===== src/memPkg.sv =====
package memPkg;

    localparam int addrWidth    = 32;
    localparam int wordWidth    = 32;
    localparam int byteWidth    = 8;

    // only the low bits reach the RAM, so addresses wrap at 1 KiB
    localparam int ramAddrWidth = 10;
    localparam int ramDepth     = 1 << ramAddrWidth;

    // transfer length in bytes
    typedef enum logic [2:0] {
        lenByte = 3'd1,
        lenHalf = 3'd2,
        lenWord = 3'd4
    } accessLen;

    // who currently owns the RAM
    typedef enum logic [1:0] {
        busyNone  = 2'd0,
        busyData  = 2'd1,
        busyFetch = 2'd2
    } busyCode;

    // byte lane within a word
    typedef logic [1:0] beatIndex;

    // bytes kept by a zero-extended load
    function automatic logic [wordWidth-1:0] lenMask(input accessLen len);
        logic [wordWidth-1:0] mask;
        case (len)
            lenByte: mask = {{(wordWidth - byteWidth){1'b0}}, {byteWidth{1'b1}}};
            lenHalf: mask = {{(wordWidth - 2 * byteWidth){1'b0}}, {(2 * byteWidth){1'b1}}};
            default: mask = '1;
        endcase
        return mask;
    endfunction

endpackage

===== src/memPortIf.sv =====
interface memPortIf
    import memPkg::*;
();
    // requester side
    logic                 req;
    logic                 isWrite;
    accessLen             len;
    logic [addrWidth-1:0] baseAddr;
    logic [byteWidth-1:0] wrByte;

    // arbiter side
    beatIndex             beat;
    logic                 rdValid;
    beatIndex             rdBeat;
    logic [byteWidth-1:0] rdByte;
    logic                 done;

    modport requester (
        output req, isWrite, len, baseAddr, wrByte,
        input  beat, rdValid, rdBeat, rdByte, done
    );

    modport arbiter (
        input  req, isWrite, len, baseAddr, wrByte,
        output beat, rdValid, rdBeat, rdByte, done
    );

endinterface


===== src/instFetchPort.sv =====
module instFetchPort import memPkg::*; (
    input  logic                 clk,
    input  logic                 rst,
    input  logic                 fetchEn,
    input  logic [addrWidth-1:0] fetchAddr,
    output logic                 fetchDone,
    output logic [wordWidth-1:0] fetchInst,
    memPortIf.requester          bus
);

    logic                 active;
    logic                 start;
    logic [addrWidth-1:0] addrReg;
    logic [wordWidth-1:0] asmWord;
    logic [wordWidth-1:0] merged;

    // fetchDone still high means the pipeline has not seen the last result yet
    assign start = !active && fetchEn && !fetchDone;

    assign bus.req      = active;
    assign bus.isWrite  = 1'b0;
    assign bus.len      = lenWord;
    assign bus.baseAddr = addrReg;
    assign bus.wrByte   = '0;

    always_comb begin
        merged = asmWord;
        if (bus.rdValid) begin
            merged[bus.rdBeat * byteWidth +: byteWidth] = bus.rdByte;
        end
    end

    always_ff @(posedge clk) begin
        if (rst) begin
            active    <= 1'b0;
            fetchDone <= 1'b0;
        end else begin
            fetchDone <= bus.done;
            if (bus.done) begin
                active <= 1'b0;
            end else if (start) begin
                active <= 1'b1;
            end
        end
    end

    always_ff @(posedge clk) begin
        if (start) begin
            addrReg <= fetchAddr;
        end
        if (bus.done) begin
            fetchInst <= merged;
            asmWord   <= '0;
        end else if (bus.rdValid) begin
            asmWord <= merged;
        end
    end

    // read bytes only come back for a fetch in flight
    rdOnlyWhileReq: assert property (@(posedge clk) disable iff (rst)
        bus.rdValid |-> bus.req);

endmodule


===== src/flat_wrapper.sv =====
// flat-port wrapper written by rule: the top's interface ports become plain ports
module instFetchPort_flat import memPkg::*;
  (clk, rst, fetchEn, fetchAddr, fetchDone, fetchInst, bus_req, bus_isWrite, bus_len, bus_baseAddr, bus_wrByte, bus_beat, bus_rdValid, bus_rdBeat, bus_rdByte, bus_done);
  memPortIf bus_i ();
  input  logic clk;
  input  logic rst;
  input  logic fetchEn;
  input  logic [addrWidth-1:0] fetchAddr;
  output logic fetchDone;
  output logic [wordWidth-1:0] fetchInst;
  output wire logic [$bits(bus_i.req)-1:0] bus_req;
  output wire logic [$bits(bus_i.isWrite)-1:0] bus_isWrite;
  output wire logic [$bits(bus_i.len)-1:0] bus_len;
  output wire logic [$bits(bus_i.baseAddr)-1:0] bus_baseAddr;
  output wire logic [$bits(bus_i.wrByte)-1:0] bus_wrByte;
  input wire logic [$bits(bus_i.beat)-1:0] bus_beat;
  input wire logic [$bits(bus_i.rdValid)-1:0] bus_rdValid;
  input wire logic [$bits(bus_i.rdBeat)-1:0] bus_rdBeat;
  input wire logic [$bits(bus_i.rdByte)-1:0] bus_rdByte;
  input wire logic [$bits(bus_i.done)-1:0] bus_done;
  assign bus_req = bus_i.req;
  assign bus_isWrite = bus_i.isWrite;
  assign bus_len = bus_i.len;
  assign bus_baseAddr = bus_i.baseAddr;
  assign bus_wrByte = bus_i.wrByte;
  assign bus_i.beat = bus_beat;
  assign bus_i.rdValid = bus_rdValid;
  assign bus_i.rdBeat = bus_rdBeat;
  assign bus_i.rdByte = bus_rdByte;
  assign bus_i.done = bus_done;
  instFetchPort u_core (.clk(clk), .rst(rst), .fetchEn(fetchEn), .fetchAddr(fetchAddr), .fetchDone(fetchDone), .fetchInst(fetchInst), .bus(bus_i));
endmodule

===== config.mk =====
export PLATFORM = sky130hd
export DESIGN_NAME = instFetchPort_flat
export DESIGN_NICKNAME = d
export VERILOG_FILES = /design/src/memPkg.sv /design/src/memPortIf.sv /design/src/instFetchPort.sv /design/src/flat_wrapper.sv
export SDC_FILE = /design/constraint.sdc
export NUM_CORES = 1
export LEC_CHECK = 0
export CAP_MARGIN = 20
export CORE_MARGIN = 1.5
export CORE_UTILIZATION = 55
export DETAILED_ROUTE_END_ITERATION = 8
export DONT_BUFFER_PORTS = 1
export PLACE_DENSITY = 0.73
export SLEW_MARGIN = 10
export SYNTH_ARGS = -nofsm -noshare
export SYNTH_HDL_FRONTEND = slang
export SYNTH_SLANG_ARGS = --single-unit

===== constraint.sdc =====
create_clock -name clk -period 3.8 [get_ports clk]
set_input_delay 1.14 -clock clk [delete_from_list [all_inputs] [get_ports clk]]
set_output_delay 1.14 -clock clk [all_outputs]
set_load 0.01 [all_outputs]

==> impl_metrics.json <==
{
  "status": "finished, final reports clean",
  "die-area_um2": 6900,
  "cts_buffer_depth": 2,
  "hold_buffers": 0,
  "h-tree-depth": 3,
  "rows": 28,
  "place.detailed.hpwl_um": 4120,
  "finalNonFillerCells": 318,
  "hold_viol_final": 0,
  "root_buffer": "clkbuf_8",
  "worstSetupPathType": "input pin to flip-flop",
  "synth-main-ff-cell": "edfxtp_1",
  "crit_path_start_kind": "input pin",
  "tns_ns": 0,
  "grt_max_degree": 67,
  "cp_max_fo": 14,
  "grt_pass1_vias": 1757,
  "end_kind": "flip-flop",
  "numClockSinks": 98,
  "syn-cell-area_um2": 3530,
  "post-place-cells": 302,
  "track_usage_pct": 18.2,
  "clock_skew_ns": 0.00397,
  "finalCriticalPeriod_ns": 2.33,
  "synthDistinctLibCells": 25,
  "r2r_cells": 2,
  "reg2reg_to": "u_core.bus.baseAddr[6]",
  "worstMarginPinSlew_ns": 0.557,
  "cts_tree": "yes",
  "ant_nets": 0,
  "drv_slew": 0,
  "setup_viol": 0,
  "hold_ws_ns": 0.484,
  "syn_area_per_cell_um2": 14.9,
  "arrival_ns": 2.43,
  "grt_pass1_wl_um": 9450,
  "critical_path_required_ns": 3.90,
  "clock_latency_ns": 0.35,
  "design_area_um2": 3730,
  "start_util_pct": 58.2,
  "cts_setup_buffers": 0,
  "power_mw": 1.89,
  "slowest_delay_ns": 0.43,
  "diodes": 0,
  "gp_congestion": 0.748,
  "drv_cap": 0,
  "critPathSlowestCell": "ha_1",
  "rsz0062_at_grt": "false",
  "ys_ff_latch": 98,
  "num_vias": 1804,
  "nets": 292,
  "wl_per_cell_um": 19.4,
  "syn_inst": 237,
  "totalWireLength_um": 6170,
  "crit-reg2reg-launch": "u_core.bus.req",
  "final_cell_mix": "edfxtp_1, dfxtp_1, nor2b_1, inv_1",
  "hold_path_end": "u_core.asmWord[25]",
  "cts_buffers": 9,
  "overflow": 0,
  "hp-class": "flip-flop to flip-flop",
  "cts_resized": 0,
  "irDropWorstVdd_uv": 306,
  "drc_errors": 0,
  "min_from": "u_core.asmWord[25]",
  "slew_headroom_pct": 62.8,
  "numPortBuffers": 0,
  "core_area_um2": 6060,
  "startpoint": "bus_rdBeat[0]",
  "antenna_found_initial": 0,
  "async_reset_ff_share_pct": 0,
  "die_w_um": 83.1,
  "first_pass_iters": 4,
  "drive_gt1_share_pct": 7.41,
  "num_io_pins": 127,
  "syn_to_final_growth_pct": 5.75,
  "period_share_pct": 61.2,
  "p_leak_nw": 1.51,
  "clkTransAtPathRegs_ns": 0.08,
  "synth-edff-count": 64,
  "fin_ws_ns": 1.47,
  "mostFrequentLayoutCell": "edfxtp_1",
  "cp_common_cell": "inv_1",
  "whs_path_depth": 2,
  "seq_area_frac_synth_pct": 73.8,
  "cp_cell_sequence": "inv_1 -> ha_1 -> and4bb_2 -> a32oi_1 -> inv_1",
  "reg2reg_slack_ns": 2.48,
  "drt_iter0_drc": 133,
  "die_h_um": 83.1,
  "p_per_area_nw_per_um2": 506,
  "viasPerCell": 5.67,
  "utilization_pct": 61.5,
  "ys_warn_count": 0,
  "post-place-ws_ns": 1.14,
  "dpl_cell_area_um2": 3540,
  "fmax_ghz": 0.430
}
[cell type report]
type / count / area (um^2)
flip-flops and latches: 98 / 2600
fillers: 456 / 2330
multi-input cells: 111 / 777
clock buffers: 10 / 128
well taps: 75 / 93.8
inverters: 17 / 63.8
clock inverters: 6 / 57.6
repair buffers: 1 / 7.51
[cells by family (layout without fill, tap and decap cells)]
logic type | after synthesis | in the layout | synth area share (%)
AOI/OAI and AO/OA | 33 | 33 | 8.16
adders and majority gates | 5 | 5 | 1.77
buffers and inverters | 38 | 34 | 5.57
DFF | 98 | 98 | 73.8
other | 2 | 12 | 0.213
and+or+nand+nor | 61 | 61 | 10.5
[critical path: cells and delay by family]
kind | cells | cell delay, ns
adder cells (fa/ha/maj) | 1 | 0.43
AND/OR/NAND/NOR | 1 | 0.40
AO/OA/AOI/OAI | 1 | 0.32
buffers and inverters | 2 | 0.14
[registers in the layout, summed over array words and instances, names as in the netlist]
name and cells:
u_core.asmWord 32, u_core.bus.baseAddr 32, u_core.bus.req 1, u_core.fetchDone 1
u_core.fetchInst 32
[Yosys cell counts, types with 3 or more instances]
cell type	count	area, um^2
a22o_1	16	140
a32oi_1	14	123
and3_1	16	100
buf_2	3	15.0
buf_4	13	97.6
clkbuf_1	4	15.0
dfxtp_1	34	681
edfxtp_1	64	1920
ha_1	5	62.6
inv_1	17	63.8
nand2_1	4	15.0
nor2_1	14	52.6
nor2b_1	19	119
[worst max path at each step]
stage                                         to  depth (start not counted)
after floorplan           u_core.bus.baseAddr[0]                          1
final                       u_core.fetchInst[28]                          5
after detailed placement    u_core.fetchInst[28]                          5
after global routing        u_core.fetchInst[24]                          5
after CTS                   u_core.fetchInst[24]                          5
after global placement       u_core.fetchInst[9]                          5
[metal layers]
layer / up-vias / GRT usage, % / share of wire [%]
li1: 845 / - / -
met1: 874 / 20.8 / 41
met2: 69 / 30.5 / 51
met3: 16 / 4.77 / 4.5
met4: 0 / 11.2 / 3.5
met5: - / 0 / 0
[where the power goes]
group	switching, mW	total (mW)	internal [mW]
clock	0.324	0.623	0.299
combinational	0.0382	0.0548	0.0166
sequential	0.0325	1.21	1.18
total	0.395	1.89	1.49
(Power assumes the default switching activity.)
