`src/memPkg.sv`:
```
package memPkg;

    localparam int addrWidth    = 32;
    localparam int wordWidth    = 32;
    localparam int byteWidth    = 8;

    // only the low bits reach the RAM, so addresses wrap at 1 KiB
    localparam int ramAddrWidth = 10;
    localparam int ramDepth     = 1 << ramAddrWidth;

    // transfer length in bytes
    typedef enum logic [2:0] {
        lenByte = 3'd1,
        lenHalf = 3'd2,
        lenWord = 3'd4
    } accessLen;

    // who currently owns the RAM
    typedef enum logic [1:0] {
        busyNone  = 2'd0,
        busyData  = 2'd1,
        busyFetch = 2'd2
    } busyCode;

    // byte lane within a word
    typedef logic [1:0] beatIndex;

    // bytes kept by a zero-extended load
    function automatic logic [wordWidth-1:0] lenMask(input accessLen len);
        logic [wordWidth-1:0] mask;
        case (len)
            lenByte: mask = {{(wordWidth - byteWidth){1'b0}}, {byteWidth{1'b1}}};
            lenHalf: mask = {{(wordWidth - 2 * byteWidth){1'b0}}, {(2 * byteWidth){1'b1}}};
            default: mask = '1;
        endcase
        return mask;
    endfunction

endpackage
```
`src/memPortIf.sv`:
```
interface memPortIf
    import memPkg::*;
();
    // requester side
    logic                 req;
    logic                 isWrite;
    accessLen             len;
    logic [addrWidth-1:0] baseAddr;
    logic [byteWidth-1:0] wrByte;

    // arbiter side
    beatIndex             beat;
    logic                 rdValid;
    beatIndex             rdBeat;
    logic [byteWidth-1:0] rdByte;
    logic                 done;

    modport requester (
        output req, isWrite, len, baseAddr, wrByte,
        input  beat, rdValid, rdBeat, rdByte, done
    );

    modport arbiter (
        input  req, isWrite, len, baseAddr, wrByte,
        output beat, rdValid, rdBeat, rdByte, done
    );

endinterface

```
`src/memArbiter.sv`:
```
module memArbiter import memPkg::*; (
    input  logic                    clk,
    input  logic                    rst,
    input  logic                    ready,
    input  logic                    ioBufferFull,
    memPortIf.arbiter               fetchBus,
    memPortIf.arbiter               dataBus,
    output logic [ramAddrWidth-1:0] ramAddr,
    output logic                    ramWriteEn,
    output logic [byteWidth-1:0]    ramWrData,
    input  logic [byteWidth-1:0]    ramRdData,
    output busyCode                 busy
);

    busyCode  owner;
    beatIndex cnt;
    logic     issueDone;
    logic     pendValid;
    beatIndex pendBeat;
    logic     pendLast;

    logic                 frozen;
    logic                 grantFetch;
    logic                 ownWrite;
    accessLen             ownLen;
    logic [addrWidth-1:0] ownBase;
    logic [byteWidth-1:0] ownWrByte;
    logic                 issuing;
    logic                 lastBeat;
    logic                 writeBeat;
    logic                 readBeat;
    logic                 rdValidNow;
    logic                 doneNow;
    beatIndex             addrBeat;
    logic [addrWidth-1:0] byteAddr;

    assign frozen     = !ready || ioBufferFull;
    assign grantFetch = owner == busyFetch;

    // fields of the current owner
    assign ownWrite  = grantFetch ? fetchBus.isWrite  : dataBus.isWrite;
    assign ownLen    = grantFetch ? fetchBus.len      : dataBus.len;
    assign ownBase   = grantFetch ? fetchBus.baseAddr : dataBus.baseAddr;
    assign ownWrByte = grantFetch ? fetchBus.wrByte   : dataBus.wrByte;

    assign issuing    = owner != busyNone && !issueDone;
    assign lastBeat   = 3'({1'b0, cnt}) + 3'd1 == ownLen;
    assign writeBeat  = issuing && ownWrite;
    assign readBeat   = issuing && !ownWrite;
    assign rdValidNow = pendValid && !frozen;
    assign doneNow    = !frozen && ((writeBeat && lastBeat) || (rdValidNow && pendLast));

    // keep the pending read address on the RAM during a freeze
    assign addrBeat = (frozen && pendValid) ? pendBeat : cnt;
    assign byteAddr = ownBase + addrWidth'(addrBeat);

    assign ramAddr    = byteAddr[ramAddrWidth-1:0];
    assign ramWriteEn = writeBeat && !frozen;
    assign ramWrData  = ownWrByte;
    assign busy       = owner;

    assign fetchBus.beat    = cnt;
    assign fetchBus.rdValid = rdValidNow && grantFetch;
    assign fetchBus.rdBeat  = pendBeat;
    assign fetchBus.rdByte  = ramRdData;
    assign fetchBus.done    = doneNow && grantFetch;

    assign dataBus.beat    = cnt;
    assign dataBus.rdValid = rdValidNow && owner == busyData;
    assign dataBus.rdBeat  = pendBeat;
    assign dataBus.rdByte  = ramRdData;
    assign dataBus.done    = doneNow && owner == busyData;

    always_ff @(posedge clk) begin
        if (rst) begin
            owner     <= busyNone;
            cnt       <= '0;
            issueDone <= 1'b0;
            pendValid <= 1'b0;
        end else if (!frozen) begin
            pendValid <= readBeat;
            pendBeat  <= cnt;
            pendLast  <= lastBeat;
            if (owner == busyNone) begin
                cnt       <= '0;
                issueDone <= 1'b0;
                // data wins only on an idle RAM
                if (dataBus.req) begin
                    owner <= busyData;
                end else if (fetchBus.req) begin
                    owner <= busyFetch;
                end
            end else begin
                if (issuing) begin
                    if (lastBeat) begin
                        cnt       <= '0;
                        issueDone <= 1'b1;
                    end else begin
                        cnt <= cnt + 2'd1;
                    end
                end
                if (doneNow) begin
                    owner     <= busyNone;
                    cnt       <= '0;
                    issueDone <= 1'b0;
                end
            end
        end
    end

    grantHeld: assert property (@(posedge clk) disable iff (rst)
        (owner != busyNone && !doneNow) |=> $stable(owner));

    oneOwner: assert property (@(posedge clk) disable iff (rst)
        !(fetchBus.rdValid && dataBus.rdValid) && !(fetchBus.done && dataBus.done));

endmodule

```
`src/flat_wrapper.sv`:
```
// flat-port wrapper written by rule: the top's interface ports become plain ports
module memArbiter_flat import memPkg::*;
  (clk, rst, ready, ioBufferFull, ramAddr, ramWriteEn, ramWrData, ramRdData, busy, fetchBus_req, fetchBus_isWrite, fetchBus_len, fetchBus_baseAddr, fetchBus_wrByte, fetchBus_beat, fetchBus_rdValid, fetchBus_rdBeat, fetchBus_rdByte, fetchBus_done, dataBus_req, dataBus_isWrite, dataBus_len, dataBus_baseAddr, dataBus_wrByte, dataBus_beat, dataBus_rdValid, dataBus_rdBeat, dataBus_rdByte, dataBus_done);
  memPortIf fetchBus_i ();
  memPortIf dataBus_i ();
  input  logic clk;
  input  logic rst;
  input  logic ready;
  input  logic ioBufferFull;
  output logic [ramAddrWidth-1:0] ramAddr;
  output logic ramWriteEn;
  output logic [byteWidth-1:0] ramWrData;
  input  logic [byteWidth-1:0] ramRdData;
  output busyCode busy;
  input wire logic [$bits(fetchBus_i.req)-1:0] fetchBus_req;
  input wire logic [$bits(fetchBus_i.isWrite)-1:0] fetchBus_isWrite;
  input wire logic [$bits(fetchBus_i.len)-1:0] fetchBus_len;
  input wire logic [$bits(fetchBus_i.baseAddr)-1:0] fetchBus_baseAddr;
  input wire logic [$bits(fetchBus_i.wrByte)-1:0] fetchBus_wrByte;
  output wire logic [$bits(fetchBus_i.beat)-1:0] fetchBus_beat;
  output wire logic [$bits(fetchBus_i.rdValid)-1:0] fetchBus_rdValid;
  output wire logic [$bits(fetchBus_i.rdBeat)-1:0] fetchBus_rdBeat;
  output wire logic [$bits(fetchBus_i.rdByte)-1:0] fetchBus_rdByte;
  output wire logic [$bits(fetchBus_i.done)-1:0] fetchBus_done;
  input wire logic [$bits(dataBus_i.req)-1:0] dataBus_req;
  input wire logic [$bits(dataBus_i.isWrite)-1:0] dataBus_isWrite;
  input wire logic [$bits(dataBus_i.len)-1:0] dataBus_len;
  input wire logic [$bits(dataBus_i.baseAddr)-1:0] dataBus_baseAddr;
  input wire logic [$bits(dataBus_i.wrByte)-1:0] dataBus_wrByte;
  output wire logic [$bits(dataBus_i.beat)-1:0] dataBus_beat;
  output wire logic [$bits(dataBus_i.rdValid)-1:0] dataBus_rdValid;
  output wire logic [$bits(dataBus_i.rdBeat)-1:0] dataBus_rdBeat;
  output wire logic [$bits(dataBus_i.rdByte)-1:0] dataBus_rdByte;
  output wire logic [$bits(dataBus_i.done)-1:0] dataBus_done;
  assign fetchBus_i.req = fetchBus_req;
  assign fetchBus_i.isWrite = fetchBus_isWrite;
  assign fetchBus_i.len = fetchBus_len;
  assign fetchBus_i.baseAddr = fetchBus_baseAddr;
  assign fetchBus_i.wrByte = fetchBus_wrByte;
  assign fetchBus_beat = fetchBus_i.beat;
  assign fetchBus_rdValid = fetchBus_i.rdValid;
  assign fetchBus_rdBeat = fetchBus_i.rdBeat;
  assign fetchBus_rdByte = fetchBus_i.rdByte;
  assign fetchBus_done = fetchBus_i.done;
  assign dataBus_i.req = dataBus_req;
  assign dataBus_i.isWrite = dataBus_isWrite;
  assign dataBus_i.len = dataBus_len;
  assign dataBus_i.baseAddr = dataBus_baseAddr;
  assign dataBus_i.wrByte = dataBus_wrByte;
  assign dataBus_beat = dataBus_i.beat;
  assign dataBus_rdValid = dataBus_i.rdValid;
  assign dataBus_rdBeat = dataBus_i.rdBeat;
  assign dataBus_rdByte = dataBus_i.rdByte;
  assign dataBus_done = dataBus_i.done;
  memArbiter u_core (.clk(clk), .rst(rst), .ready(ready), .ioBufferFull(ioBufferFull), .fetchBus(fetchBus_i), .dataBus(dataBus_i), .ramAddr(ramAddr), .ramWriteEn(ramWriteEn), .ramWrData(ramWrData), .ramRdData(ramRdData), .busy(busy));
endmodule
```
`config.mk`:
```
export PLATFORM = sky130hd
export DESIGN_NAME = memArbiter_flat
export DESIGN_NICKNAME = d
export VERILOG_FILES = /design/src/memPkg.sv /design/src/memPortIf.sv /design/src/memArbiter.sv /design/src/flat_wrapper.sv
export SDC_FILE = /design/constraint.sdc
export NUM_CORES = 1
export LEC_CHECK = 0
export BUFFER_PORTS_ARGS = -buffer_cell sky130_fd_sc_hd__buf_2
export CELL_PAD_IN_SITES_DETAIL_PLACEMENT = 1
export CELL_PAD_IN_SITES_GLOBAL_PLACEMENT = 1
export CORE_ASPECT_RATIO = 1.1
export CORE_MARGIN = 2
export CORE_UTILIZATION = 19
export DETAILED_ROUTE_END_ITERATION = 10
export GPL_TIMING_DRIVEN = 0
export PLACE_DENSITY_LB_ADDON = 0.1
export SYNTH_ARGS = -nofsm -noshare
export SYNTH_HDL_FRONTEND = slang
export SYNTH_SLANG_ARGS = --single-unit
```
`constraint.sdc`:
```
create_clock -name clk -period 2.9 [get_ports clk]
set_clock_uncertainty 0.15 [all_clocks]
set_input_delay 0.145 -clock clk [delete_from_list [all_inputs] [get_ports clk]]
set_output_delay 0.145 -clock clk [all_outputs]
set_load 0.01 [all_outputs]
```
==> impl_results.rst <==
.. list-table::
   :header-rows: 1

   * - Metric
     - Value
   * - Type of the worst min-delay path
     - in -> reg
   * - Reg2reg path depth
     - 8
   * - Commonest cells after routing, fill and taps aside
     - 99 x sky130_fd_sc_hd__buf_2, 48 x sky130_fd_sc_hd__nand2_1, 25 x sky130_fd_sc_hd__buf_4
   * - Clock Pin Slew Worst Setup and Hold Paths
     - 40 ps
   * - Post-CTS Hold Buffers
     - 0
   * - Total Die Area
     - 6880 um2
   * - Number of standard cells in the final layout excluding fillers
     - 349
   * - Routed vias
     - 1462
   * - Max-Slew Margin vs Limit
     - 49.5%
   * - Sort of element at the end of the critical path
     - output port
   * - Fmax achieved
     - 0.366 GHz
   * - Most common library cell in the layout ignoring fill and taps
     - sky130_fd_sc_hd__buf_2
   * - Met1 routing resource usage after global routing
     - 13.4%
   * - Slowest stage delay, CP
     - 380 ps
   * - Pwr dens
     - 307 nW/um2
   * - Peak supply drop
     - 0.154 mV
   * - Measured slew at the worst slew-check pin
     - 736 ps
   * - FP Rows
     - 30
   * - Cell area after placement
     - 1770 um2
   * - CP Cell Sequence
     - buf_6, nand2b_4, buf_12, nand2_1, nand2_1, ha_1, a21oi_2, a2111oi_4, nand2_1, xor2_1, mux2i_1, buf_2
   * - Pins over their slew limit
     - 0
   * - Crit start category
     - flip-flop
   * - Outcome
     - complete, no violations
   * - Cell chosen for the clock root
     - sky130_fd_sc_hd__clkbuf_8
   * - Critical Path Fanout Max
     - 10
   * - Proportion of synthesized chip area in sequential cells
     - 17.8%
   * - Met3 capacity usage during global routing
     - 2.08%
   * - CTS sink cnt
     - 9
   * - Ratio of cells with drive above 1 in the final layout
     - 53.5%
   * - Total track usage
     - 11.8%
   * - Layout Cell Area excl Fill
     - 1920 um2
   * - Count of nets after finishing
     - 376
   * - Synthesized Nets
     - 269
   * - Critical Setup Path Class
     - reg -> out
   * - Post-detailed-placement half-perimeter wirelength
     - 3610 um
   * - Routed WL per cell
     - 12.2 um
   * - P&R area growth vs syn
     - 62.2%
   * - Wire length of the first global-routing pass
     - 6550 um
   * - Effective utilization at floorplan
     - 19.5%
   * - Area inside the core boundary
     - 6080 um2
   * - Cell type with the highest occurrence count on the critical path
     - sky130_fd_sc_hd__nand2_1
   * - Routed wire length
     - 4270 um
   * - Weighted congestion reported at the end of routability-driven placement
     - 0.685
   * - Pin count of the biggest net entering global routing
     - 20
   * - Average footprint of a synthesized cell
     - 7.26 um2
   * - Core Util, Final
     - 31.6%
   * - Hold path depth
     - 2
   * - Met2 global-route usage
     - 22.2%
   * - Post-detailed-route DRC marker count
     - 0
   * - Leakage power
     - 0.00101 uW
   * - Post-synth design cell area
     - 1180 um2
   * - Remaining global-route overflow
     - 0
   * - Number of global-route vias before repair
     - 1401
   * - Clock network latency to the later pin of the worst-skew pair
     - 230 ps
   * - DRT antenna net count
     - 0
   * - Number of max-cap violations
     - 0
   * - Count of boundary I/O pins
     - 151
   * - Maximum buffer depth of the clock tree
     - 2
   * - Cell at the slowest stage of the critical path
     - sky130_fd_sc_hd__a2111oi_4
   * - Number of instances in the synthesized netlist
     - 163
   * - Iteration-0 DRC count of the detailed router
     - 27
   * - Period utilization
     - 94.1%
   * - Number of iterations in the first detailed-routing pass
     - 4
   * - Worst EP arrival
     - 2430 ps
   * - Cell variety after synth
     - 37
   * - Cell Count Post-Placement
     - 341
   * - Number of hold violations in the final report
     - 0
   * - Total of buffers placed on input and output ports
     - 98
   * - Initial antenna violation count
     - 0
   * - Register bit total from synthesis
     - 9
   * - Data required time of the critical path
     - 2610 ps
   * - Synth warn
     - 0
   * - Via-to-Cell Ratio
     - 4.19
   * - Antenna cells
     - 0
   * - TritonCTS Buffers
     - 3
   * - Die width
     - 79.3 um
   * - Clock tree from TritonCTS
     - done
   * - H-tree depth
     - 1
   * - Min Clock Period, post-route
     - 2730 ps
   * - Floorplan die height
     - 86.8 um
   * - Setup violations, final
     - 0
   * - RSZ-0062 raised after global routing
     - no
   * - Most Crowded Layer GR
     - met2
[layout make-up]
type / instances / area, um2
fillers: 800 / 4160
multi-input cells: 125 / 806
repair buffers: 104 / 548
flip-flops and latches: 9 / 214
plain buffers: 24 / 195
well taps: 80 / 100
clock buffers: 4 / 45.0
inverters: 3 / 11.3
[metrics by stage]
| step | TNS [ps] | power, uW | hold slack (ps) | setup WS, ps |
|---|---|---|---|---|
| CTS | 0 | 582 | 23.2 | 13.6 |
| global placement | -2980 | 424 | 274 | -610 |
| floorplan | 0 | 314 | 57.4 | 26.9 |
| global route | 0 | 636 | 39.9 | 14.7 |
| detailed placement | -2740 | 427 | 262 | -569 |
| finish | 0 | 589 | 16.3 | 171 |
[synth_stat cells (all sizes together)]
cell     count  area [um2]
nand2       49         184
buf         23         173
nor2        11        41.3
mux2i       10         100
nand3        9        45.0
a21oi        7        38.8
dfxtp        6         120
xnor2        6        52.6
xor2         6        52.6
clkbuf       3        11.3
edfxtp       3        90.1
ha           3        37.5
inv          3        11.3
nand2b       3        18.8
mux2         2        22.5
nor2b        2        20.0
nor3b        2        15.0
a2111oi      1        27.5
a211o        1        8.76
a21o         1        7.51
a22oi        1        7.51
a31oi        1        6.26
a32oi        1        8.76
fa           1        20.0
nand3b       1        11.3
nand4        1        6.26
nor4b        1        8.76
o211ai       1        7.51
o221ai       1        8.76
o22a         1        8.76
o22ai        1        6.26
or3          1        6.26
[power breakdown]
| group | total (uW) | internal (uW) | switching, uW |
|---|---|---|---|
| Combinational | 299 | 150 | 149 |
| Sequential | 147 | 138 | 9.18 |
| Clock | 143 | 95.6 | 47.7 |
[path summary, 6_finish.rpt]
kind                                                    start  slack (ps)                                   to
worst max register to register    u_core.busy[1]$_SDFFE_PP0P_         770  u_core.dataBus.beat[1]$_SDFFE_PP0P_
worst min register to register  u_core.issueDone$_SDFFE_PP0P_         360        u_core.issueDone$_SDFFE_PP0P_
worst min-delay path                                      rst          20  u_core.dataBus.beat[1]$_SDFFE_PP0P_
worst max-delay path              u_core.busy[0]$_SDFFE_PP0P_         170                           ramAddr[7]
[sequential cells by signal (all words and copies together) (netlist names)]
name / flops
u_core.pendValid: 1
u_core.dataBus.rdBeat: 2
u_core.issueDone: 1
u_core.busy: 2
u_core.dataBus.beat: 2
u_core.pendLast: 1
[logic make-up after synthesis]
family | synth area share [%]
and+or+nand+nor | 30.1
buffers and inverters | 16.5
AOI/OAI and AO/OA | 11.5
xor gates and xnor gates | 8.88
muxes | 10.4
DFF | 17.8
adders and majority gates | 4.86
[worst max-delay path, delay by kind of cell, from the launching register on]
kind / cells / cell delay [ps]
AOI/OAI and AO/OA: 2 / 460
buffers and inverters: 3 / 420
and+or+nand+nor: 4 / 420
DFF: 1 / 310
adders and majority gates: 1 / 300
xor gates and xnor gates: 1 / 150
muxes: 1 / 120
[per-layer routing]
| metal | wire, um | share of wire (%) | vias up |
|---|---|---|---|
| met4 | 64 | 1.5 | 0 |
| met1 | 1610 | 38 | 668 |
| met3 | 297 | 7.0 | 8 |
| met2 | 2300 | 54 | 47 |
| li1 | - | - | 739 |
| met5 | 0 | 0 | - |
[repair_timing]
action / in CTS / in global routing
setup buffers: 0 / 6
hold endpoints to repair: 0 / 0
setup endpoints to repair: 9 / 5
pin swaps: 1 / 2
gates cloned: 0 / 0
resized for setup: 12 / 8
No activity file was read; power rests on OpenSTA's default activity.
