===== config.mk =====
export PLATFORM = sky130hd
export DESIGN_NAME = dataAccessPort_flat
export DESIGN_NICKNAME = d
export VERILOG_FILES = /design/src/memPkg.sv /design/src/memPortIf.sv /design/src/dataAccessPort.sv /design/src/flat_wrapper.sv
export SDC_FILE = /design/constraint.sdc
export NUM_CORES = 1
export LEC_CHECK = 0
export ABC_CLOCK_PERIOD_IN_PS = 14100
export BUFFER_PORTS_ARGS = -buffer_cell sky130_fd_sc_hd__buf_4
export CORE_MARGIN = 4
export CORE_UTILIZATION = 42
export DETAILED_ROUTE_END_ITERATION = 8
export PLACE_DENSITY = 0.72
export SYNTH_ARGS = -nofsm -noshare
export SYNTH_HDL_FRONTEND = slang
export SYNTH_SLANG_ARGS = --single-unit
export TNS_END_PERCENT = 10

===== constraint.sdc =====
create_clock -name clk -period 14.1 [get_ports clk]
set_clock_uncertainty 0.15 [all_clocks]
set_input_delay 4.23 -clock clk [delete_from_list [all_inputs] [get_ports clk]]
set_output_delay 4.23 -clock clk [all_outputs]
set_load 0.02 [all_outputs]

===== src/memPkg.sv =====
package memPkg;

    localparam int addrWidth    = 32;
    localparam int wordWidth    = 32;
    localparam int byteWidth    = 8;

    // only the low bits reach the RAM, so addresses wrap at 1 KiB
    localparam int ramAddrWidth = 10;
    localparam int ramDepth     = 1 << ramAddrWidth;

    // transfer length in bytes
    typedef enum logic [2:0] {
        lenByte = 3'd1,
        lenHalf = 3'd2,
        lenWord = 3'd4
    } accessLen;

    // who currently owns the RAM
    typedef enum logic [1:0] {
        busyNone  = 2'd0,
        busyData  = 2'd1,
        busyFetch = 2'd2
    } busyCode;

    // byte lane within a word
    typedef logic [1:0] beatIndex;

    // bytes kept by a zero-extended load
    function automatic logic [wordWidth-1:0] lenMask(input accessLen len);
        logic [wordWidth-1:0] mask;
        case (len)
            lenByte: mask = {{(wordWidth - byteWidth){1'b0}}, {byteWidth{1'b1}}};
            lenHalf: mask = {{(wordWidth - 2 * byteWidth){1'b0}}, {(2 * byteWidth){1'b1}}};
            default: mask = '1;
        endcase
        return mask;
    endfunction

endpackage

===== src/memPortIf.sv =====
interface memPortIf
    import memPkg::*;
();
    // requester side
    logic                 req;
    logic                 isWrite;
    accessLen             len;
    logic [addrWidth-1:0] baseAddr;
    logic [byteWidth-1:0] wrByte;

    // arbiter side
    beatIndex             beat;
    logic                 rdValid;
    beatIndex             rdBeat;
    logic [byteWidth-1:0] rdByte;
    logic                 done;

    modport requester (
        output req, isWrite, len, baseAddr, wrByte,
        input  beat, rdValid, rdBeat, rdByte, done
    );

    modport arbiter (
        input  req, isWrite, len, baseAddr, wrByte,
        output beat, rdValid, rdBeat, rdByte, done
    );

endinterface


===== src/dataAccessPort.sv =====
module dataAccessPort import memPkg::*; (
    input  logic                 clk,
    input  logic                 rst,
    input  logic                 dataEn,
    input  logic                 dataWrite,
    input  accessLen             dataLen,
    input  logic [addrWidth-1:0] dataAddr,
    input  logic [wordWidth-1:0] dataWdata,
    output logic                 dataDone,
    output logic [wordWidth-1:0] dataRdata,
    memPortIf.requester          bus
);

    logic                 active;
    logic                 start;
    logic                 writeReg;
    accessLen             lenReg;
    logic [addrWidth-1:0] addrReg;
    logic [wordWidth-1:0] wdataReg;
    logic [wordWidth-1:0] asmWord;
    logic [wordWidth-1:0] merged;

    assign start = !active && dataEn && !dataDone;

    assign bus.req      = active;
    assign bus.isWrite  = writeReg;
    assign bus.len      = lenReg;
    assign bus.baseAddr = addrReg;
    // store byte for whichever beat the arbiter is on
    assign bus.wrByte   = wdataReg[bus.beat * byteWidth +: byteWidth];

    always_comb begin
        merged = asmWord;
        if (bus.rdValid) begin
            merged[bus.rdBeat * byteWidth +: byteWidth] = bus.rdByte;
        end
    end

    always_ff @(posedge clk) begin
        if (rst) begin
            active   <= 1'b0;
            dataDone <= 1'b0;
        end else begin
            dataDone <= bus.done;
            if (bus.done) begin
                active <= 1'b0;
            end else if (start) begin
                active <= 1'b1;
            end
        end
    end

    always_ff @(posedge clk) begin
        if (start) begin
            writeReg <= dataWrite;
            lenReg   <= dataLen;
            addrReg  <= dataAddr;
            wdataReg <= dataWdata;
        end
        if (bus.done) begin
            // zero extension; stores come back as zero
            dataRdata <= merged & lenMask(lenReg);
            asmWord   <= '0;
        end else if (bus.rdValid) begin
            asmWord <= merged;
        end
    end

    // latched length must be a legal size for the whole request
    lenLegal: assert property (@(posedge clk) disable iff (rst)
        bus.req |-> bus.len inside {lenByte, lenHalf, lenWord});

endmodule


===== src/flat_wrapper.sv =====
// flat-port wrapper written by rule: the top's interface ports become plain ports
module dataAccessPort_flat import memPkg::*;
  (clk, rst, dataEn, dataWrite, dataLen, dataAddr, dataWdata, dataDone, dataRdata, bus_req, bus_isWrite, bus_len, bus_baseAddr, bus_wrByte, bus_beat, bus_rdValid, bus_rdBeat, bus_rdByte, bus_done);
  memPortIf bus_i ();
  input  logic clk;
  input  logic rst;
  input  logic dataEn;
  input  logic dataWrite;
  input  accessLen dataLen;
  input  logic [addrWidth-1:0] dataAddr;
  input  logic [wordWidth-1:0] dataWdata;
  output logic dataDone;
  output logic [wordWidth-1:0] dataRdata;
  output wire logic [$bits(bus_i.req)-1:0] bus_req;
  output wire logic [$bits(bus_i.isWrite)-1:0] bus_isWrite;
  output wire logic [$bits(bus_i.len)-1:0] bus_len;
  output wire logic [$bits(bus_i.baseAddr)-1:0] bus_baseAddr;
  output wire logic [$bits(bus_i.wrByte)-1:0] bus_wrByte;
  input wire logic [$bits(bus_i.beat)-1:0] bus_beat;
  input wire logic [$bits(bus_i.rdValid)-1:0] bus_rdValid;
  input wire logic [$bits(bus_i.rdBeat)-1:0] bus_rdBeat;
  input wire logic [$bits(bus_i.rdByte)-1:0] bus_rdByte;
  input wire logic [$bits(bus_i.done)-1:0] bus_done;
  assign bus_req = bus_i.req;
  assign bus_isWrite = bus_i.isWrite;
  assign bus_len = bus_i.len;
  assign bus_baseAddr = bus_i.baseAddr;
  assign bus_wrByte = bus_i.wrByte;
  assign bus_i.beat = bus_beat;
  assign bus_i.rdValid = bus_rdValid;
  assign bus_i.rdBeat = bus_rdBeat;
  assign bus_i.rdByte = bus_rdByte;
  assign bus_i.done = bus_done;
  dataAccessPort u_core (.clk(clk), .rst(rst), .dataEn(dataEn), .dataWrite(dataWrite), .dataLen(dataLen), .dataAddr(dataAddr), .dataWdata(dataWdata), .dataDone(dataDone), .dataRdata(dataRdata), .bus(bus_i));
endmodule

==> out/metrics.cfg, run 1 <==
[clocking]
postCtsHoldBufs=0
post_cts_buffers=0
clk_pin_slew_ns=0.05
clk_path_buf_depth=2
cts_root_buffer=clkbuf_8
cts.sinks=134
cts_htree_levels=4
cts-resized-gates=0
cts_tree=done
clkLatencyLatePin_ns=0.52
cts_buffers=17

[logic_synthesis]
avgSynthCellArea_um2=17.2
syn_nets=362
synthDistinctLibCells=29
ys_seq_area_share_pct=78.7
synthCells=272
syn-cell-area_mm2=0.00468
synth_warnings=0
ys_ff_latch=134

[drt]
drt-met1-wl_mm=4.16
met2_wirelength_mm=5.23
vias=3011
met3_length_mm=1.19
drt.antenna.violating_nets=0
via_per_inst=5.06
drcViolationCount=0
routed.top_layer=met4
wl_mm=10.8
drt_iter0_drc=290
first_pass_iters=5
wire_per_inst_um=18.2

[grt]
grt_pass1_vias=3087
antenna_found_initial=0
grt_usage_pct=17.2
grt-ovfl-total=0
grt_pass1_wl_mm=16.4
grt_start_max_net_pins=69

[critical_path]
cp_slowest_stage_delay_ns=0.52
cp_data_required_time_ns=9.72
end_kind=output pin
worstPathCellList=buf_4 -> mux4_2 -> buf_4
cp_slowest_cell=mux4_2
critPathLaunch=bus_beat[0]
crit_fanout=8
critPathMostFrequentCell=buf_4
critPathKind=in2out
crit_arrival_ns=5.11
startpoint_type=primary input
worstReg2RegStart=u_core.bus.len[1]

[timing]
drv_slew=0
period_share_pct=67.3
slew_headroom_pct=19.6
hold_viol=0
period_minus_slack_ns=9.49
fin_tns_setup_ns=0
setup_viol=0
worst_pin_slew_ns=1.19
max_freq_mhz=105
timing.hold.ws_ns=0.328
rsz0062_at_grt=no

[pwr]
p_sw_uw=196
vdd_ir_drop_max_mv=0.104
power.density_mw_per_mm2=139
seqPwrFrac_pct=49.0
p_leak_uw=0.00266
p_int_uw=718
p_clk_share_pct=42.2
power_frac_comb_pct=8.8
swShare_pct=21.4

[flow_run]
drv_cap=0

[floorplanning]
die_h_um=114
die_area_mm2=0.0129
ios=163
die_x_um=114
rows=38
core_mm2=0.0109
start_util_pct=43.0

[final_layout]
area_delta_synth_final_pct=40.0
antenna_cells=0
drive_above_1_share_pct=44.0
instances_no_fill=595
layout_common_cells=163 x buf_4, 100 x edfxtp_1, 49 x nor2_1
fin_nets=532
seq_area_mm2=0.00368
fillerInstances=846
multi_input_area_um2=933
final_common_cell=buf_4

[outcome]
status=completed

[placement]
dp_cells=563
place.gp.congestion=0.816
port_buffers=162
dp_hpwl_mm=7.58

[worst_hold_path]
min_path_type=reg2reg
hp-start=u_core.asmWord[8]

layer usage:
metal | vias to the layer above | GRT usage [%]
met2 | 147 | 27.1
met5 | - | 0
met4 | 0 | 7.85
met1 | 1446 | 19.9
li1 | 1399 | -
met3 | 19 | 8.33
through the flow:
step	power (uW)	worst slack [ns]	util (%)	cell area (um2)
2_1_floorplan	492	4.21	-	4680
3_3_place_gp	534	4.62	55.4	6030
3_5_place_dp	537	4.60	55.4	6030
4_1_cts	924	4.60	60.2	6550
5_1_grt	951	4.57	60.2	6550
6_report	914	4.61	60.2	6550
state kept, by name, summed over array words and instances, names as in the netlist:
name,flops
u_core.asmWord,32
u_core.bus.baseAddr,32
u_core.bus.isWrite,1
u_core.bus.len,3
u_core.bus.req,1
u_core.dataDone,1
u_core.dataRdata,32
u_core.wdataReg,32
cells by family after synthesis:
| logic type | share of synthesized area (%) |
|---|---|
| mux | 3.85 |
| xor+xnor | 0.187 |
| flops | 78.7 |
| compound gates | 7.46 |
| fa+ha+maj | 1.34 |
| buf+inv | 1.47 |
| simple gates | 7.00 |
power by group through the flow:
stage	logic [uW]	clock network, uW	registers (uW)
global placement	79.4	0	455
floorplan	22.8	0	469
finish	80.6	386	448
global route	85.6	417	449
CTS	81.4	394	448
detailed placement	81.1	0	456
area by class of cell:
cell class / instances / share of cell area, %
Sequential cell: 134 / 56.2
Clock inverter: 3 / 0.248
Clock buffer: 29 / 7.77
Multi-Input combinational cell: 123 / 14.2
Tap cell: 140 / 2.67
Inverter: 3 / 0.172
Timing Repair Buffer: 163 / 18.7
final timing paths:
| kind | endpoint | slack, ns | cells past startpoint |
|---|---|---|---|
| worst min-delay path | u_core.asmWord[8] | 0.33 | 2 |
| worst max-delay path | bus_wrByte[3] | 4.61 | 3 |
| worst min register to register | u_core.asmWord[8] | 0.33 | 2 |
| worst max register to register | u_core.dataRdata[26] | 12.05 | 3 |
synthesized netlist by cell type, drive strengths merged:
| library cell | number | area (um2) |
|---|---|---|
| a21oi | 2 | 10.0 |
| a22o | 14 | 123 |
| a22oi | 2 | 15.0 |
| a32oi | 22 | 193 |
| and2 | 1 | 6.26 |
| and2b | 1 | 7.51 |
| and4b | 1 | 10.0 |
| and4bb | 1 | 12.5 |
| buf | 8 | 42.5 |
| clkbuf | 4 | 15.0 |
| dfxtp | 34 | 681 |
| edfxtp | 100 | 3000 |
| ha | 5 | 62.6 |
| inv | 3 | 11.3 |
| mux4 | 8 | 180 |
| nand2 | 4 | 15.0 |
| nand3 | 1 | 5.00 |
| nor2 | 50 | 195 |
| nor2b | 3 | 18.8 |
| nor3 | 2 | 21.3 |
| nor3b | 2 | 15.0 |
| nor4bb | 1 | 10.0 |
| o2bb2ai | 1 | 8.76 |
| or3b | 1 | 11.3 |
| xnor2 | 1 | 8.76 |
worst max-delay path, delay by kind of cell:
kind | cells | cell delay [ns]
muxes | 1 | 0.52
buffers and inverters | 2 | 0.35
(Power assumes the default switching activity.)
==> run 2: changes to the inputs <==
--- a/config.mk
+++ b/config.mk
@@ -5,12 +5,13 @@
 export SDC_FILE = /design/constraint.sdc
 export NUM_CORES = 1
 export LEC_CHECK = 0
-export ABC_CLOCK_PERIOD_IN_PS = 14100
+export ABC_AREA = 1
+export ABC_CLOCK_PERIOD_IN_PS = 9200
 export BUFFER_PORTS_ARGS = -buffer_cell sky130_fd_sc_hd__buf_4
 export CORE_MARGIN = 4
 export CORE_UTILIZATION = 42
 export DETAILED_ROUTE_END_ITERATION = 8
-export PLACE_DENSITY = 0.72
+export PLACE_DENSITY = 0.71
 export SYNTH_ARGS = -nofsm -noshare
 export SYNTH_HDL_FRONTEND = slang
 export SYNTH_SLANG_ARGS = --single-unit
==> constraint.sdc (replaced) <==
create_clock -name clk -period 9.2 [get_ports clk]
set_clock_uncertainty 0.15 [all_clocks]
set_input_delay 2.76 -clock clk [delete_from_list [all_inputs] [get_ports clk]]
set_output_delay 2.76 -clock clk [all_outputs]
set_load 0.02 [all_outputs]
==> out/metrics.cfg, run 2 <==
[outcome]
status=completed

[timing]
max_freq_mhz=151
drv_slew=0
rsz0062_at_grt=no
slew_headroom_pct=44.7
setup_viol=0
worst_pin_slew_ns=0.830
fin_tns_setup_ns=0
hold_viol=0
period_minus_slack_ns=6.62
period_share_pct=72.0
timing.hold.ws_ns=0.323

[worst_hold_path]
hp-start=u_core.asmWord[8]
min_path_type=reg2reg
whs_path_depth=2

[final_layout]
area_delta_synth_final_pct=38.6
final_common_cell=buf_4
instances_no_fill=725
antenna_cells=0
layout_common_cells=163 x buf_4, 100 x edfxtp_1, 63 x nor2_1
drive_above_1_share_pct=36.1
fin_nets=659
post-route-util_pct=60.0

[placement]
dp_hpwl_mm=8.44
port_buffers=162
place.gp.congestion=1.01
dp_cells=693

[clocking]
post_cts_buffers=0
clk_path_buf_depth=2
cts_htree_levels=4
postCtsHoldBufs=0
cts_root_buffer=clkbuf_16
cts_tree=done
clkLatencyLatePin_ns=0.41
cts-resized-gates=0
cts_buffers=17
clk_pin_slew_ns=0.05
cts.sinks=134

[floorplanning]
start_util_pct=43.3
ios=163
die_area_mm2=0.0136
core_mm2=0.0115
die_x_um=117
die_h_um=117
rows=39

[critical_path]
startpoint_type=primary input
critPathKind=in2out
critPathLaunch=bus_beat[0]
worstPathCellList=buf_4 -> inv_1 -> o21ai_0 -> o22ai_1 -> buf_4
rr_worst_depth=4
cp_slowest_cell=inv_1
crit_fanout=17
crit_arrival_ns=3.71
worstReg2RegStart=u_core.dataDone
end_kind=output pin
cp_slowest_stage_delay_ns=0.32
cp_data_required_time_ns=6.29
critPathMostFrequentCell=buf_4

[drt]
vias=3510
wire_per_inst_um=16.0
drt_iter0_drc=369
wl_mm=11.6
drcViolationCount=0
first_pass_iters=4
drt.antenna.violating_nets=0
via_per_inst=4.84

[pwr]
p_leak_uw=0.00288
p_int_uw=1150
p_clk_share_pct=44.4
swShare_pct=21.5
power.density_mw_per_mm2=214
seqPwrFrac_pct=46.8
p_sw_uw=316
power_frac_comb_pct=8.8
vdd_ir_drop_max_mv=0.158
total_power_uw=1470

[grt]
grt_start_max_net_pins=69
grt_pass1_vias=3544
gr-usage-met2_pct=27.6
met3_usage_pct=7.67
antenna_found_initial=0
grt-busiest-layer=met2
grtUsageMet1_pct=19.9
grt_pass1_wl_mm=17.5
grt_usage_pct=17.2
grt-ovfl-total=0

[logic_synthesis]
ys_ff_latch=134
syn_nets=487
yosysTopAreaCell=edfxtp_1
synth-async-reset-ratio_pct=0
synth_warnings=0
synth_commonest_cells=100 x edfxtp_1, 64 x nor2_1, 56 x nand2_1
ys_seq_area_share_pct=74.2
synthCells=397
synthMostInstantiatedCell=edfxtp_1
avgSynthCellArea_um2=12.5
syn-cell-area_mm2=0.00496
synth_ff_type=edfxtp_1
synthDominantCellAreaShare_pct=60.5
synth_edf_count=100
synthDistinctLibCells=22
synth_area_leaders=edfxtp_1 61%, dfxtp_1 14%, a21oi_1 5.0%

[flow_run]
drv_cap=0

## run 2: critical path, delay by kind of cell
family	cells	cell delay, ns
AO/OA/AOI/OAI	2	0.30
buffers and inverters	3	0.65
## run 2: final timing paths
check,endpoint,slack (ns)
max reg2reg,u_core.bus.baseAddr[26],7.46
min,u_core.asmWord[8],0.32
min reg2reg,u_core.asmWord[8],0.32
max,bus_wrByte[1],2.58
## run 2: cells by family (layout without fill, tap and decap cells)
family                   after synthesis  in the layout  share of synthesized area [%]
AO/OA/AOI/OAI                         75             75                           7.84
adder cells (fa/ha/maj)                5              5                           1.26
buffers and inverters                 38            223                           3.46
flip-flops                           134            134                           74.2
AND/OR/NAND/NOR                      145            145                           13.2
## run 2: power by group through the flow
stage	clock network, uW	logic (uW)	registers (uW)
2_1_floorplan	0	42.2	718
3_3_place_gp	0	127	699
3_5_place_dp	0	130	700
4_1_cts	668	131	688
5_1_grt	698	140	689
6_report	653	130	687
## run 2: layer usage
layer	routed length, um	vias up	part of all wire, %
li1	-	1715	-
met4	276	0	2.4
met1	4560	1625	39
met5	0	-	0
met3	1300	19	11
met2	5440	151	47
## run 2: layout make-up
cell class | instances | area, um2
clock inverters | 12 | 136
well taps | 143 | 179
inverters | 28 | 105
multi-input cells | 225 | 1110
clock buffers | 20 | 437
flip-flops and latches | 134 | 3680
repair buffers | 163 | 1220
fillers | 910 | 4590
## run 2: through the flow
| stage | worst slack, ns | cell area, um2 |
|---|---|---|
| after global routing | 2.47 | 6880 |
| after detailed placement | 2.58 | 6300 |
| final | 2.58 | 6880 |
| after global placement | 2.68 | 6300 |
| after CTS | 2.59 | 6880 |
| after floorplan | 2.82 | 4960 |
==> run 3: changes to the inputs <==
--- a/config.mk
+++ b/config.mk
@@ -5,13 +5,13 @@
 export SDC_FILE = /design/constraint.sdc
 export NUM_CORES = 1
 export LEC_CHECK = 0
-export ABC_AREA = 1
-export ABC_CLOCK_PERIOD_IN_PS = 9200
+export ABC_AREA = 0
+export ABC_CLOCK_PERIOD_IN_PS = 6410
 export BUFFER_PORTS_ARGS = -buffer_cell sky130_fd_sc_hd__buf_4
 export CORE_MARGIN = 4
 export CORE_UTILIZATION = 42
 export DETAILED_ROUTE_END_ITERATION = 8
-export PLACE_DENSITY = 0.71
+export PLACE_DENSITY = 0.72
 export SYNTH_ARGS = -nofsm -noshare
 export SYNTH_HDL_FRONTEND = slang
 export SYNTH_SLANG_ARGS = --single-unit
==> constraint.sdc (replaced) <==
create_clock -name clk -period 6.41 [get_ports clk]
set_clock_uncertainty 0.15 [all_clocks]
set_input_delay 1.923 -clock clk [delete_from_list [all_inputs] [get_ports clk]]
set_output_delay 1.923 -clock clk [all_outputs]
set_load 0.02 [all_outputs]
==> out/metrics.cfg, run 3 (same netlist as run 1, synthesis figures left out) <==
[clocking]
post_cts_buffers=0
cts_htree_levels=4
cts_root_buffer=clkbuf_8
clk_path_buf_depth=2
cts_tree=done
cts-resized-gates=0
clk_pin_slew_ns=0.05
postCtsHoldBufs=0
cts.sinks=134
cts_buffers=17
clkLatencyLatePin_ns=0.52

[critical_path]
crit_fanout=8
critPathKind=in2out
end_kind=output pin
crit_arrival_ns=2.81
startpoint_type=primary input
cp_data_required_time_ns=4.34

[grt]
antenna_found_initial=0
grt-ovfl-total=0
grt_usage_pct=17.4
grt_pass1_vias=3105
grt_pass1_wl_mm=16.7
grt_start_max_net_pins=69

[drt]
first_pass_iters=4
wl_mm=10.9
via_per_inst=5.12
wire_per_inst_um=18.3
vias=3044
drt.antenna.violating_nets=0
drcViolationCount=0
drt_iter0_drc=219

[worst_hold_path]
min_path_type=reg2reg

[placement]
place_ws_ns=1.52
dp_hpwl_mm=7.65
place.gp.congestion=0.836
port_buffers=162

[timing]
max_freq_mhz=205
fin_tns_setup_ns=0
period_share_pct=76.1
worst_pin_slew_ns=1.24
period_minus_slack_ns=4.88
setup_viol=0
timing.hold.ws_ns=0.328
hold_viol=0
rsz0062_at_grt=no
finalWorstSetupSlack_ns=1.53
slew_headroom_pct=16.2
drv_slew=0

[final_layout]
drive_above_1_share_pct=44.0
antenna_cells=0
fin_nets=532
final_common_cell=buf_4
fillerInstances=856
layout_common_cells=163 x buf_4, 100 x edfxtp_1, 49 x nor2_1
area_delta_synth_final_pct=40.4

[pwr]
total_power_uw=2040
vdd_ir_drop_max_mv=0.225
power.density_mw_per_mm2=311
p_leak_uw=0.00266

[floorplanning]
start_util_pct=43.0
die_x_um=114
ios=163
die_h_um=114
core_mm2=0.0109
rows=38
die_area_mm2=0.0129

[outcome]
status=completed

[flow_run]
drv_cap=0

[run 3: cell count changes in the layout (fill, tap and decap cells not counted), moves of 8 or more]
cell	delta
o21ai_0	-16
inv_1	-22
a21oi_1	-48
a32oi_1	+22
nand2_1	-52
a22o_1	+14
o22ai_1	-8
mux4_2	+8
nand2_2	-9
nor2_1	-14
[run 3: stage by stage]
step,std cells,util [%],instance area (um2)
after floorplan,272,-,4690
after global placement,563,55.4,6030
after detailed placement,563,55.4,6030
after CTS,595,60.4,6570
after global routing,595,60.4,6570
final,595,60.4,6570
[run 3: report_power, final]
| group | internal, uW | leakage [uW] | switching (uW) |
|---|---|---|---|
| sequential | 974 | 0.00125 | 11.2 |
| combinational | 80.2 | 0.00115 | 97.7 |
| clock | 546 | 0.000254 | 335 |
[run 3: path summary, 6_finish.rpt]
kind                           from                   end  cells after the start  slack (ns)
hold / removal    u_core.asmWord[0]     u_core.asmWord[0]                      1        0.33
setup reg to reg  u_core.bus.len[1]  u_core.dataRdata[26]                      3        4.41
setup / recovery        bus_beat[0]         bus_wrByte[1]                      3        1.53
hold reg to reg   u_core.asmWord[0]     u_core.asmWord[0]                      1        0.33
[run 3: final cells by class]
| class | instances | area [um2] | area share (%) |
|---|---|---|---|
| well taps | 140 | 175 | 2.67 |
| inverters | 3 | 11.3 | 0.171 |
| clock inverters | 11 | 109 | 1.66 |
| clock buffers | 21 | 429 | 6.53 |
| flip-flops and latches | 134 | 3680 | 56.1 |
| repair buffers | 163 | 1220 | 18.6 |
| multi-input cells | 123 | 940 | 14.3 |
[run 3: critical path: stages]
cell and delay, ns:
buf_4 0.18, mux4_2 0.52, buf_4 0.17
[run 3: routing by layer]
layer  vias up  share of wire [%]  GRT usage [%]
met4         0                1.1           5.53
met2       147                 50           28.4
met1      1483                 38           20.6
met3        15                 11           7.85
li1       1399                  -              -
met5         -                  0              0
